### src/source/quant_consts.svh
//--------------------------------------
// Quantizer constants for RTL and testbench
// Block size is fixed at 4x4 because the zigzag
// order is only defined for that size
// Table holds two matrices of 16 entries each,
// luma at 0..15 and chroma at 16..31
//--------------------------------------
`ifndef QUANT_CONSTS_SVH
`define QUANT_CONSTS_SVH

// Block geometry
`define QUANT_NCOEF      16
`define QUANT_CW         16

// Table memory
`define QUANT_TBL_DEPTH  32
`define QUANT_AW         5

// Entry field widths
`define QUANT_QW         16
`define QUANT_IQW        16
`define QUANT_BIASW      32
`define QUANT_ZTW        32
`define QUANT_SHW        16

// Arithmetic
`define QUANT_MAX_LEVEL  2047
`define QUANT_SHIFT      17

`endif

### src/source/quant_pkg.sv
//--------------------------------------
// Shared types of the 4x4 quantizer
// All entry fields are unsigned, coefficients
// are two's complement
// Matrix and block arrays are in raster order,
// element 0 in the low bits
//--------------------------------------
`default_nettype none

`include "quant_consts.svh"

package quant_pkg;

    // One quantization table entry, 112 bits
    typedef struct packed {
        logic [`QUANT_QW-1:0]    q;
        logic [`QUANT_IQW-1:0]   iq;
        logic [`QUANT_BIASW-1:0] bias;
        logic [`QUANT_ZTW-1:0]   zthresh;
        logic [`QUANT_SHW-1:0]   sharpen;
    } quant_entry_t;

    // Sixteen entries, one per coefficient
    typedef quant_entry_t [`QUANT_NCOEF-1:0] quant_matrix_t;

    // Sixteen signed coefficients or levels
    typedef logic signed [`QUANT_NCOEF-1:0][`QUANT_CW-1:0] coef_blk_t;

    typedef struct packed {
        coef_blk_t levels;  // zigzag order
        coef_blk_t recon;   // raster order
        logic      nz;
    } quant_result_t;

    // Table memory request
    typedef struct packed {
        logic                 we;
        logic [`QUANT_AW-1:0] addr;
        quant_entry_t         wdata;
    } tbl_req_t;

endpackage

`default_nettype wire

### src/source/quant_table_mem.sv
//--------------------------------------
// Single-port quantization table memory
// Read data appears one cycle after en with
// we low and holds until the next read
// Contents are not cleared by reset
//--------------------------------------
`default_nettype none

`include "quant_consts.svh"

module quant_table_mem (
    input  wire logic                    clk,
    input  wire logic                    rst_n,
    input  wire logic                    en_i,
    input  wire quant_pkg::tbl_req_t     req_i,
    output quant_pkg::quant_entry_t      rdata_o
);
    import quant_pkg::*;

    quant_entry_t mem_q [`QUANT_TBL_DEPTH];

    always_ff @(posedge clk) begin
        if (en_i) begin
            if (req_i.we) begin
                mem_q[req_i.addr] <= req_i.wdata;
            end else begin
                rdata_o <= mem_q[req_i.addr];
            end
        end
    end

    //--------------------------------------
    // Checks
    //--------------------------------------

    // An access with an unknown address would corrupt or misread an entry
    a_addr_known: assert property (
        @(posedge clk) disable iff (!rst_n)
        en_i |-> !$isunknown(req_i.addr)
    );

endmodule

`default_nettype wire

### config.mk
export PLATFORM = sky130hd
export DESIGN_NAME = quant_table_mem
export DESIGN_NICKNAME = d
export VERILOG_FILES = /design/src/source/quant_pkg.sv /design/src/source/quant_table_mem.sv
export VERILOG_INCLUDE_DIRS = /design/src /design/src/source
export SDC_FILE = /design/constraint.sdc
export NUM_CORES = 2
export LEC_CHECK = 0
export BUFFER_PORTS_ARGS = -buffer_cell sky130_fd_sc_hd__buf_2
export CAP_MARGIN = 15
export CORE_MARGIN = 2
export CORE_UTILIZATION = 45
export CTS_CLUSTER_SIZE = 8
export DETAILED_ROUTE_END_ITERATION = 10
export RECOVER_POWER = 100
export SYNTH_ARGS = -nofsm -noshare
export SYNTH_HDL_FRONTEND = slang
export SYNTH_SLANG_ARGS = --single-unit
### constraint.sdc
create_clock -name clk -period 13.61 [get_ports clk]
set_input_delay 0.6805 -clock clk [delete_from_list [all_inputs] [get_ports clk]]
set_output_delay 0.6805 -clock clk [all_outputs]
set_load 0.005 [all_outputs]
==> flow_summary.ini <==
[logic_synthesis]
synthDistinctLibCells = 22
synth_warn = 0
yosysSeqAreaShare = 0.801
number_of_synthesized_register_bits = 3696
post_synth.cell_area_avg_um2 = 19.3
synth.cell_area_um2 = 139000
syn-num-nets = 7311
synthesis.instances = 7190

[critical_path]
setup.worst_path.class = in -> reg
worst_reg2reg_path_depth = 4
worst_setup_path_end_kind = flop
origin_of_the_critical_flop_to_flop_path = mem_q[15][25]
cp-start-kind = input pin
arrival_time_at_the_worst_endpoint_ps = 10010
r2r_slack_ps = 11390
worst_ep_required_time_ps = 14120
reg_to_reg_end = rdata_o[25]
cp_max_fo = 40

[timing]
max_slew.worst_pin.slew_ps = 9980
finalWorstPathRequiredPeriod_ps = 9500
rsz0062_at_grt = no
hold-worst-slack_ps = 459
drv_slew = 2129
finalClockSkew_ps = 43.8
setup_viol = 0
finalCritPeriodShare = 0.698
upper_clock_frequency_limit_mhz = 105
max_slew_margin = -5.65
timing_hold_violations_final = 0
final.setup.tns_ps = 0

[status]
outcome = finished with violations
failing_checks = capacitance limit, slew limit

[grt]
grt_max_degree = 143
antenna_violations_before_repair = 52
grtUsageTotal = 0.234
grt_pass1_wl_um = 525000
grt_pass1_vias = 71200
globalRouteOverflowTotal = 0

[min_path]
hold-path-cell-count = 1
min_path_type = in -> reg
hold_path.startpoint = req_i[105]
worstHoldEndpoint = mem_q[25][105]

[detailed_routing]
num_vias = 72400
drt-wirelength-per-cell_um = 31.6
drtPass1Iterations = 6
detailedRoute.firstIterationViolations = 8136
routed_wirelength_um = 375000
viasPerCell = 6.10
detail-route-antenna-nets = 0
drt_drc_violations_left = 0

[cts]
cts_post_setup_buffers_inserted = 0
h-tree-depth = 6
cts_tree = done
clk-insertion-delay-late_ps = 990
cts.sink_count = 3696
cts-hold-fix-buffers = 0
clk_pin_slew_worst_paths_ps = 40
clock_path_buffers = 4
cts_resized = 0
clock_tree.root_cell = sky130_fd_sc_hd__clkbuf_16
cts_made_buffers = 533

[power_and_ir_drop]
vdd_drop_max_mv = 0.129
leakagePower_nw = 54.3
power_density_nw_per_um2 = 159

[place]
placement.io_buffers = 231
hpwl_um = 172000
routabilityCongestion = 0.734

[final_layout]
area_growth_syn_to_layout_pct = 14.5
final_layout_size_suffix_gt1_frac = 0.0973
nNetsFinal = 7819

[die]
io-pin-count = 233
fp.coreArea_um2 = 306000
chipWidth_um = 559
fp.dieArea_um2 = 312000
core.rowCount = 203
initial_core_util = 0.453
chipHeight_um = 559

[job]
maxCapViolCount = 70
[critical path, stage by stage]
cell and delay (ps):
sky130_fd_sc_hd__clkbuf_1 810, sky130_fd_sc_hd__nand4_1 690, sky130_fd_sc_hd__nor2_1 2090, sky130_fd_sc_hd__clkbuf_1 3380, sky130_fd_sc_hd__clkbuf_1 2210
[registers in the layout (all words and copies together) (netlist names)]
register  cells
rdata_o     112
mem_q      3584
[worst max path at each step]
stage,start,endpoint,slack [ps],cells after the start
after floorplan,req_i[113],mem_q[26][0],3610,6
after global placement,req_i[113],rdata_o[54],6960,10
after detailed placement,req_i[113],rdata_o[56],6910,10
after CTS,req_i[113],rdata_o[56],7970,10
after global routing,req_i[113],mem_q[10][98],3930,6
final,req_i[112],mem_q[3][74],4110,5
[placed cells by master, fill, tap and decap left out, drive strengths merged, types with 4 or more instances in the layout]
cell type,n
nand4b,5
o22ai,896
or4b,4
buf,148
inv,20
clkinv,26
clkbuf,778
edfxtp,3696
nor2,30
diode,15
nand4bb,6
nor4,224
mux2i,1792
nor3,4
nand2,116
[power breakdown]
part / switching [mW] / internal (mW) / total [mW]
combinational: 0.599 / 0.273 / 0.872
sequential: 0.0260 / 12.7 / 12.7
clock: 4.57 / 7.08 / 11.7
total: 5.20 / 20.0 / 25.2
[final cells by class]
class / count / area [um^2]
antenna: 15 / 37.5
clock buffer: 547 / 13600
clock inverter: 48 / 848
fill: 24000 / 147000
multi-input combinational: 3088 / 25900
sequential: 3696 / 111000
tap: 4100 / 5130
timing repair buffer: 379 / 2130
[synth_stat cells]
library cell | count | area [um^2]
sky130_fd_sc_hd__edfxtp_1 | 3696 | 111000
sky130_fd_sc_hd__mux2i_1 | 1792 | 17900
sky130_fd_sc_hd__o22ai_1 | 896 | 5610
sky130_fd_sc_hd__nor4_1 | 224 | 1400
sky130_fd_sc_hd__clkbuf_1 | 179 | 672
sky130_fd_sc_hd__buf_2 | 168 | 841
sky130_fd_sc_hd__nand2_1 | 116 | 435
sky130_fd_sc_hd__buf_1 | 36 | 135
sky130_fd_sc_hd__nor2_1 | 30 | 113
sky130_fd_sc_hd__buf_4 | 13 | 97.6
sky130_fd_sc_hd__buf_6 | 10 | 113
sky130_fd_sc_hd__nand4bb_1 | 6 | 67.6
sky130_fd_sc_hd__nand4b_1 | 5 | 43.8
sky130_fd_sc_hd__nor3_1 | 4 | 20.0
sky130_fd_sc_hd__or4b_1 | 4 | 40.0
sky130_fd_sc_hd__nand3b_1 | 2 | 15.0
sky130_fd_sc_hd__nand4_1 | 2 | 12.5
sky130_fd_sc_hd__or3_1 | 2 | 12.5
sky130_fd_sc_hd__or3b_2 | 2 | 17.5
sky130_fd_sc_hd__nand3_1 | 1 | 5.00
sky130_fd_sc_hd__nor2b_1 | 1 | 6.26
sky130_fd_sc_hd__or4_1 | 1 | 7.51
[logic make-up after synthesis]
| kind of cell | count (synthesis) | share of synthesized area |
|---|---|---|
| AOI/OAI and AO/OA | 896 | 0.0404 |
| buffers and inverters | 406 | 0.0134 |
| DFF | 3696 | 0.801 |
| muxes | 1792 | 0.129 |
| and+or+nand+nor | 400 | 0.0159 |
[metal layers]
metal	part of all wire	track usage
met4	0.021	0.0562
met5	0.00062	0
met2	0.48	0.382
met3	0.081	0.0394
met1	0.42	0.328
[through the flow]
| stage | total power, mW | utilization | worst slack, ps | instances | area, um^2 |
|---|---|---|---|---|---|
| floorplan | 13.4 | - | 3610 | 7190 | 139000 |
| global placement | 13.8 | 0.473 | 6960 | 11300 | 145000 |
| detailed placement | 13.8 | 0.473 | 6910 | 11300 | 145000 |
| CTS | 25.4 | 0.520 | 7970 | 11900 | 159000 |
| finish | 25.2 | 0.518 | 4110 | 11900 | 159000 |
| global route | 25.9 | 0.518 | 3930 | 11900 | 159000 |
Power figures use the tool's default switching activity.
