===== src/source/quant_consts.svh =====
//--------------------------------------
// Quantizer constants for RTL and testbench
// Block size is fixed at 4x4 because the zigzag
// order is only defined for that size
// Table holds two matrices of 16 entries each,
// luma at 0..15 and chroma at 16..31
//--------------------------------------
`ifndef QUANT_CONSTS_SVH
`define QUANT_CONSTS_SVH

// Block geometry
`define QUANT_NCOEF      16
`define QUANT_CW         16

// Table memory
`define QUANT_TBL_DEPTH  32
`define QUANT_AW         5

// Entry field widths
`define QUANT_QW         16
`define QUANT_IQW        16
`define QUANT_BIASW      32
`define QUANT_ZTW        32
`define QUANT_SHW        16

// Arithmetic
`define QUANT_MAX_LEVEL  2047
`define QUANT_SHIFT      17

`endif


===== src/source/quant_pkg.sv =====
//--------------------------------------
// Shared types of the 4x4 quantizer
// All entry fields are unsigned, coefficients
// are two's complement
// Matrix and block arrays are in raster order,
// element 0 in the low bits
//--------------------------------------
`default_nettype none

`include "quant_consts.svh"

package quant_pkg;

    // One quantization table entry, 112 bits
    typedef struct packed {
        logic [`QUANT_QW-1:0]    q;
        logic [`QUANT_IQW-1:0]   iq;
        logic [`QUANT_BIASW-1:0] bias;
        logic [`QUANT_ZTW-1:0]   zthresh;
        logic [`QUANT_SHW-1:0]   sharpen;
    } quant_entry_t;

    // Sixteen entries, one per coefficient
    typedef quant_entry_t [`QUANT_NCOEF-1:0] quant_matrix_t;

    // Sixteen signed coefficients or levels
    typedef logic signed [`QUANT_NCOEF-1:0][`QUANT_CW-1:0] coef_blk_t;

    typedef struct packed {
        coef_blk_t levels;  // zigzag order
        coef_blk_t recon;   // raster order
        logic      nz;
    } quant_result_t;

    // Table memory request
    typedef struct packed {
        logic                 we;
        logic [`QUANT_AW-1:0] addr;
        quant_entry_t         wdata;
    } tbl_req_t;

endpackage

`default_nettype wire


===== src/source/quant_mem_arbiter.sv =====
//--------------------------------------
// Round-robin arbiter for the table memory
// Requester 0 is the host, 1 the fetch unit
// Four-phase req/ack on both sides, ack comes
// 2 cycles after grant
// Read data is valid only while ack is high
//--------------------------------------
`default_nettype none

`include "quant_consts.svh"

module quant_mem_arbiter (
    input  wire logic                       clk,
    input  wire logic                       rst_n,
    input  wire logic                       cfg_req_i,
    input  wire quant_pkg::tbl_req_t        cfg_cmd_i,
    output logic                            cfg_ack_o,
    output quant_pkg::quant_entry_t         cfg_rdata_o,
    input  wire logic                       fch_req_i,
    input  wire logic [`QUANT_AW-1:0]       fch_addr_i,
    output logic                            fch_ack_o,
    output quant_pkg::quant_entry_t         fch_rdata_o,
    output logic                            mem_en_o,
    output quant_pkg::tbl_req_t             mem_req_o,
    input  wire quant_pkg::quant_entry_t    mem_rdata_i
);
    import quant_pkg::*;

    typedef enum logic [1:0] {
        st_idle,
        st_access,
        st_wait,
        st_ack
    } arb_state_t;

    arb_state_t state_q;
    logic       grant_q;    // also the last-served pointer
    logic       grant_d;
    logic       gnt_req;
    tbl_req_t   fch_cmd;

    // Last-served side yields on a tie
    assign grant_d = (cfg_req_i && fch_req_i) ? !grant_q : fch_req_i;
    assign gnt_req = grant_q ? fch_req_i : cfg_req_i;

    always_ff @(posedge clk or negedge rst_n) begin
        if (!rst_n) begin
            state_q <= st_idle;
            grant_q <= 1'b1;
        end else begin
            case (state_q)
                st_idle: begin
                    if (cfg_req_i || fch_req_i) begin
                        grant_q <= grant_d;
                        state_q <= st_access;
                    end
                end
                st_access: state_q <= st_wait;
                st_wait:   state_q <= st_ack;
                st_ack: begin
                    if (!gnt_req) begin
                        state_q <= st_idle;
                    end
                end
                default: state_q <= st_idle;
            endcase
        end
    end

    // Fetch side only ever reads
    assign fch_cmd = '{we: 1'b0, addr: fch_addr_i, wdata: '0};

    assign mem_en_o  = (state_q == st_access);
    assign mem_req_o = grant_q ? fch_cmd : cfg_cmd_i;

    assign cfg_ack_o   = (state_q == st_ack) && !grant_q;
    assign fch_ack_o   = (state_q == st_ack) && grant_q;
    assign cfg_rdata_o = mem_rdata_i;
    assign fch_rdata_o = mem_rdata_i;

    //--------------------------------------
    // Checks
    //--------------------------------------

    // Granted side keeps asking until its ack
    a_served_req: assert property (
        @(posedge clk) disable iff (!rst_n)
        (state_q == st_access || state_q == st_wait) |-> gnt_req
    );

    // Served command stays put until its data returns
    a_grant_held: assert property (
        @(posedge clk) disable iff (!rst_n)
        (state_q == st_access) |=> $stable(mem_req_o)
    );

endmodule

`default_nettype wire


===== config.mk =====
export PLATFORM = sky130hd
export DESIGN_NAME = quant_mem_arbiter
export DESIGN_NICKNAME = d
export VERILOG_FILES = /design/src/source/quant_pkg.sv /design/src/source/quant_mem_arbiter.sv
export VERILOG_INCLUDE_DIRS = /design/src /design/src/source
export SDC_FILE = /design/constraint.sdc
export NUM_CORES = 1
export LEC_CHECK = 0
export ABC_AREA = 1
export ABC_CLOCK_PERIOD_IN_PS = 1000
export BUFFER_PORTS_ARGS = -buffer_cell sky130_fd_sc_hd__buf_2
export CAP_MARGIN = 5
export CELL_PAD_IN_SITES_DETAIL_PLACEMENT = 0
export CELL_PAD_IN_SITES_GLOBAL_PLACEMENT = 1
export CORE_AREA = 4 4 224 226
export CTS_CLUSTER_SIZE = 10
export DETAILED_ROUTE_END_ITERATION = 16
export DIE_AREA = 0 0 228 230
export GPL_TIMING_DRIVEN = 0
export HOLD_SLACK_MARGIN = 0.02
export PLACE_DENSITY = 0.49
export SYNTH_ARGS = -nofsm -noshare
export SYNTH_HDL_FRONTEND = slang
export SYNTH_SLANG_ARGS = --single-unit

===== constraint.sdc =====
create_clock -name clk -period 1 [get_ports clk]
set_clock_uncertainty 0.05 [all_clocks]
set_input_delay 0.05 -clock clk [delete_from_list [all_inputs] [get_ports clk]]
set_output_delay 0.05 -clock clk [all_outputs]
set_load 0.02 [all_outputs]

==> flow_summary.ini <==
[status]
outcome = finished, violations left
violations = setup timing

[worst_setup_path]
worst_setup_path_end_kind = output port
cp_data_arrival_time_ns = 1.44
r2r_start = grant_q
worstPathRequired_ns = 0.90
path_class = register to output port
crit_start = grant_q
path_max_fanout = 8
reg2reg_depth = 6
cp-endpoint = mem_req_o[51]
r2r_setup_slack_ns = -0.35
cp-start-kind = register
r2r-end = grant_q

[cells_and_area]
area_delta_synth_final_pct = 134.6
final_nets = 1245
final_common_cell = buf_2
finalInstanceArea_um2 = 7008
n_antenna_cell = 0
drive_gt1_share_pct = 80.10
layout_common_cells = buf_2, buf_4, inv_1, nor2_1, nor2_2

[timing]
setup_violations = 124
hold_ws_ns = 0.08604
worstMarginPinSlew_ns = 0.2580
hold_viol_final = 0
setup_tns_ns = -59.74
maxSlewHeadroom_pct = 82.78
min_period_over_period_pct = 154.5
fin_crit_ns = 1.545
rsz0062_at_grt = true
worst_slack_ns = -0.5448
timing.fmax_mhz = 647.3
drv_slew = 0

[logic_synthesis]
synth_warnings = 0
synth_area_per_cell_um2 = 5.856
ys_seq_area_share_pct = 2.556
mappedNetlistNets = 754
synth.top_cells.by_area = buf_4, inv_1, nor2_1
synth_top_area_cell = buf_4
synth_top_area_share_pct = 56.30
synth.cell_area_um2 = 2987
yosysUniqueCellTypes = 16
ys_ff_latch = 3
synth_cells = 510

[power_and_ir_drop]
p_switching_uw = 6028
power_frac_seq_pct = 2.6
leakage_uw = 0.004357
powerDensity_nw_per_um2 = 1650
clock_power_share_pct = 5.4
vdd_drop_max_mv = 0.7469
p_int_uw = 5535
comb_power_share_pct = 92.0
finalPower_uw = 11560
p_sw_share_pct = 52.13

[detailed_routing]
vias_per_cell = 2.600
antenna_left = 0
first_pass_iters = 4
drcViolationCount = 0
drtIter0Drc = 67
vias = 4218
wire_per_inst_um = 10.79
drt-total-wl_um = 17490

[clocking]
clock_path_buffers = 2
cts-root-buf = clkbuf_16
htreeDepth = 1
cts.sinks = 3
cts.clk_slew.worst_paths_ns = 0.03
cts_buffers = 3
cts_tree = yes
clk-insertion-delay-late_ns = 0.22

[min_path]
hold_class = input port to register

[floorplan]
ios = 584
die_h_um = 230
die_w_um = 228
rows = 81
dieArea_um2 = 52440
initial_utilization_pct = 6.178
core_um2 = 48340

[place]
routabilityCongestion = 0.7736
dpl.hpwl_um = 15820
dpl_cell_area_um2 = 6221
place.port_buffers = 471

[grt]
grt_use_total_pct = 5.824
busiest_layer = met2
grt_max_degree = 11
antenna_found_initial = 0
grt_pass1_vias = 4358
grt_overflow = 0
gr-usage-met3_pct = 1.165
globalRouteMet1Util_pct = 7.005
grt_pass1_wl_um = 24720
use_met2_pct = 11.15

[job]
max_cap_violations = 0
routing by layer:
layer,part of all wire (%),up-vias
li1,-,2167
met1,39,1816
met2,54,227
met3,7.1,8
met4,0.32,0
met5,0,-
cell families after synthesis:
logic type               Yosys count  synth area share (%)
buffers and inverters            358                 75.83
AND/OR/NAND/NOR                  142                 19.15
adder cells (fa/ha/maj)            5                 2.095
flip-flops                         3                 2.556
AO/OA/AOI/OAI                      2                0.3770
timing repair:
item,4_1_cts,5_1_grt
hold endpoints to repair,4,0
setup endpoints to repair,124,124
cloned,3,2
buffers inserted,5,4
hold buffers,2,0
resized for setup,101,50
pin swaps,10,5
power by group through the flow:
stage	sequential [uW]	combinational (uW)	clock, uW
floorplan	253	5560	0
global placement	271	8500	0
detailed placement	274	8430	0
CTS	285	10000	640
global route	309	11400	664
finish	298	10600	627
sequential cells by signal (all words and copies together) (netlist names):
name     cells
grant_q      1
state_q      2
synthesized netlist by cell type:
| cell | instances |
|---|---|
| dfrtp_1 | 2 |
| a21oi_1 | 1 |
| nor2_2 | 10 |
| nand3_1 | 2 |
| nand4_1 | 2 |
| inv_2 | 1 |
| buf_4 | 224 |
| nor2_1 | 105 |
| ha_1 | 5 |
| dfstp_2 | 1 |
| buf_2 | 4 |
| nand3_2 | 1 |
| nand2_1 | 22 |
| inv_1 | 119 |
| buf_6 | 10 |
| a31oi_1 | 1 |
per-stage QoR:
stage / setup WS [ns] / cells / utilization, %
floorplan: -0.1245 / 510 / -
CTS: -0.5780 / 1617 / 13.98
global route: -0.6026 / 1622 / 14.50
finish: -0.5448 / 1622 / 14.50
global placement: -0.4105 / 1603 / 12.87
detailed placement: -0.4175 / 1603 / 12.87
worst min-delay path by stage:
stage,to,startpoint,cells after the start
final,grant_q,fch_req_i,3
after global routing,state_q[1],rst_n,2
after CTS,grant_q,fch_req_i,3
after detailed placement,state_q[0],rst_n,1
after global placement,state_q[0],rst_n,1
after floorplan,state_q[0],rst_n,0
layout make-up:
cell class | count | area, um^2
Fill cell | 5628 | 41330
Multi-Input combinational cell | 149 | 889.6
Clock buffer | 4 | 78.83
Tap cell | 622 | 778.2
Timing Repair Buffer | 486 | 2834
Inverter | 120 | 452.9
Buffer | 238 | 1897
Sequential cell | 3 | 77.57
worst max-delay path: stages (launching register included):
cell and delay (ns):
dfstp_2 0.53, buf_12 0.14, buf_16 0.15, buf_12 0.11, buf_16 0.12, nor2_4 0.03, buf_6 0.13
No activity file was read; power rests on OpenSTA's default activity.
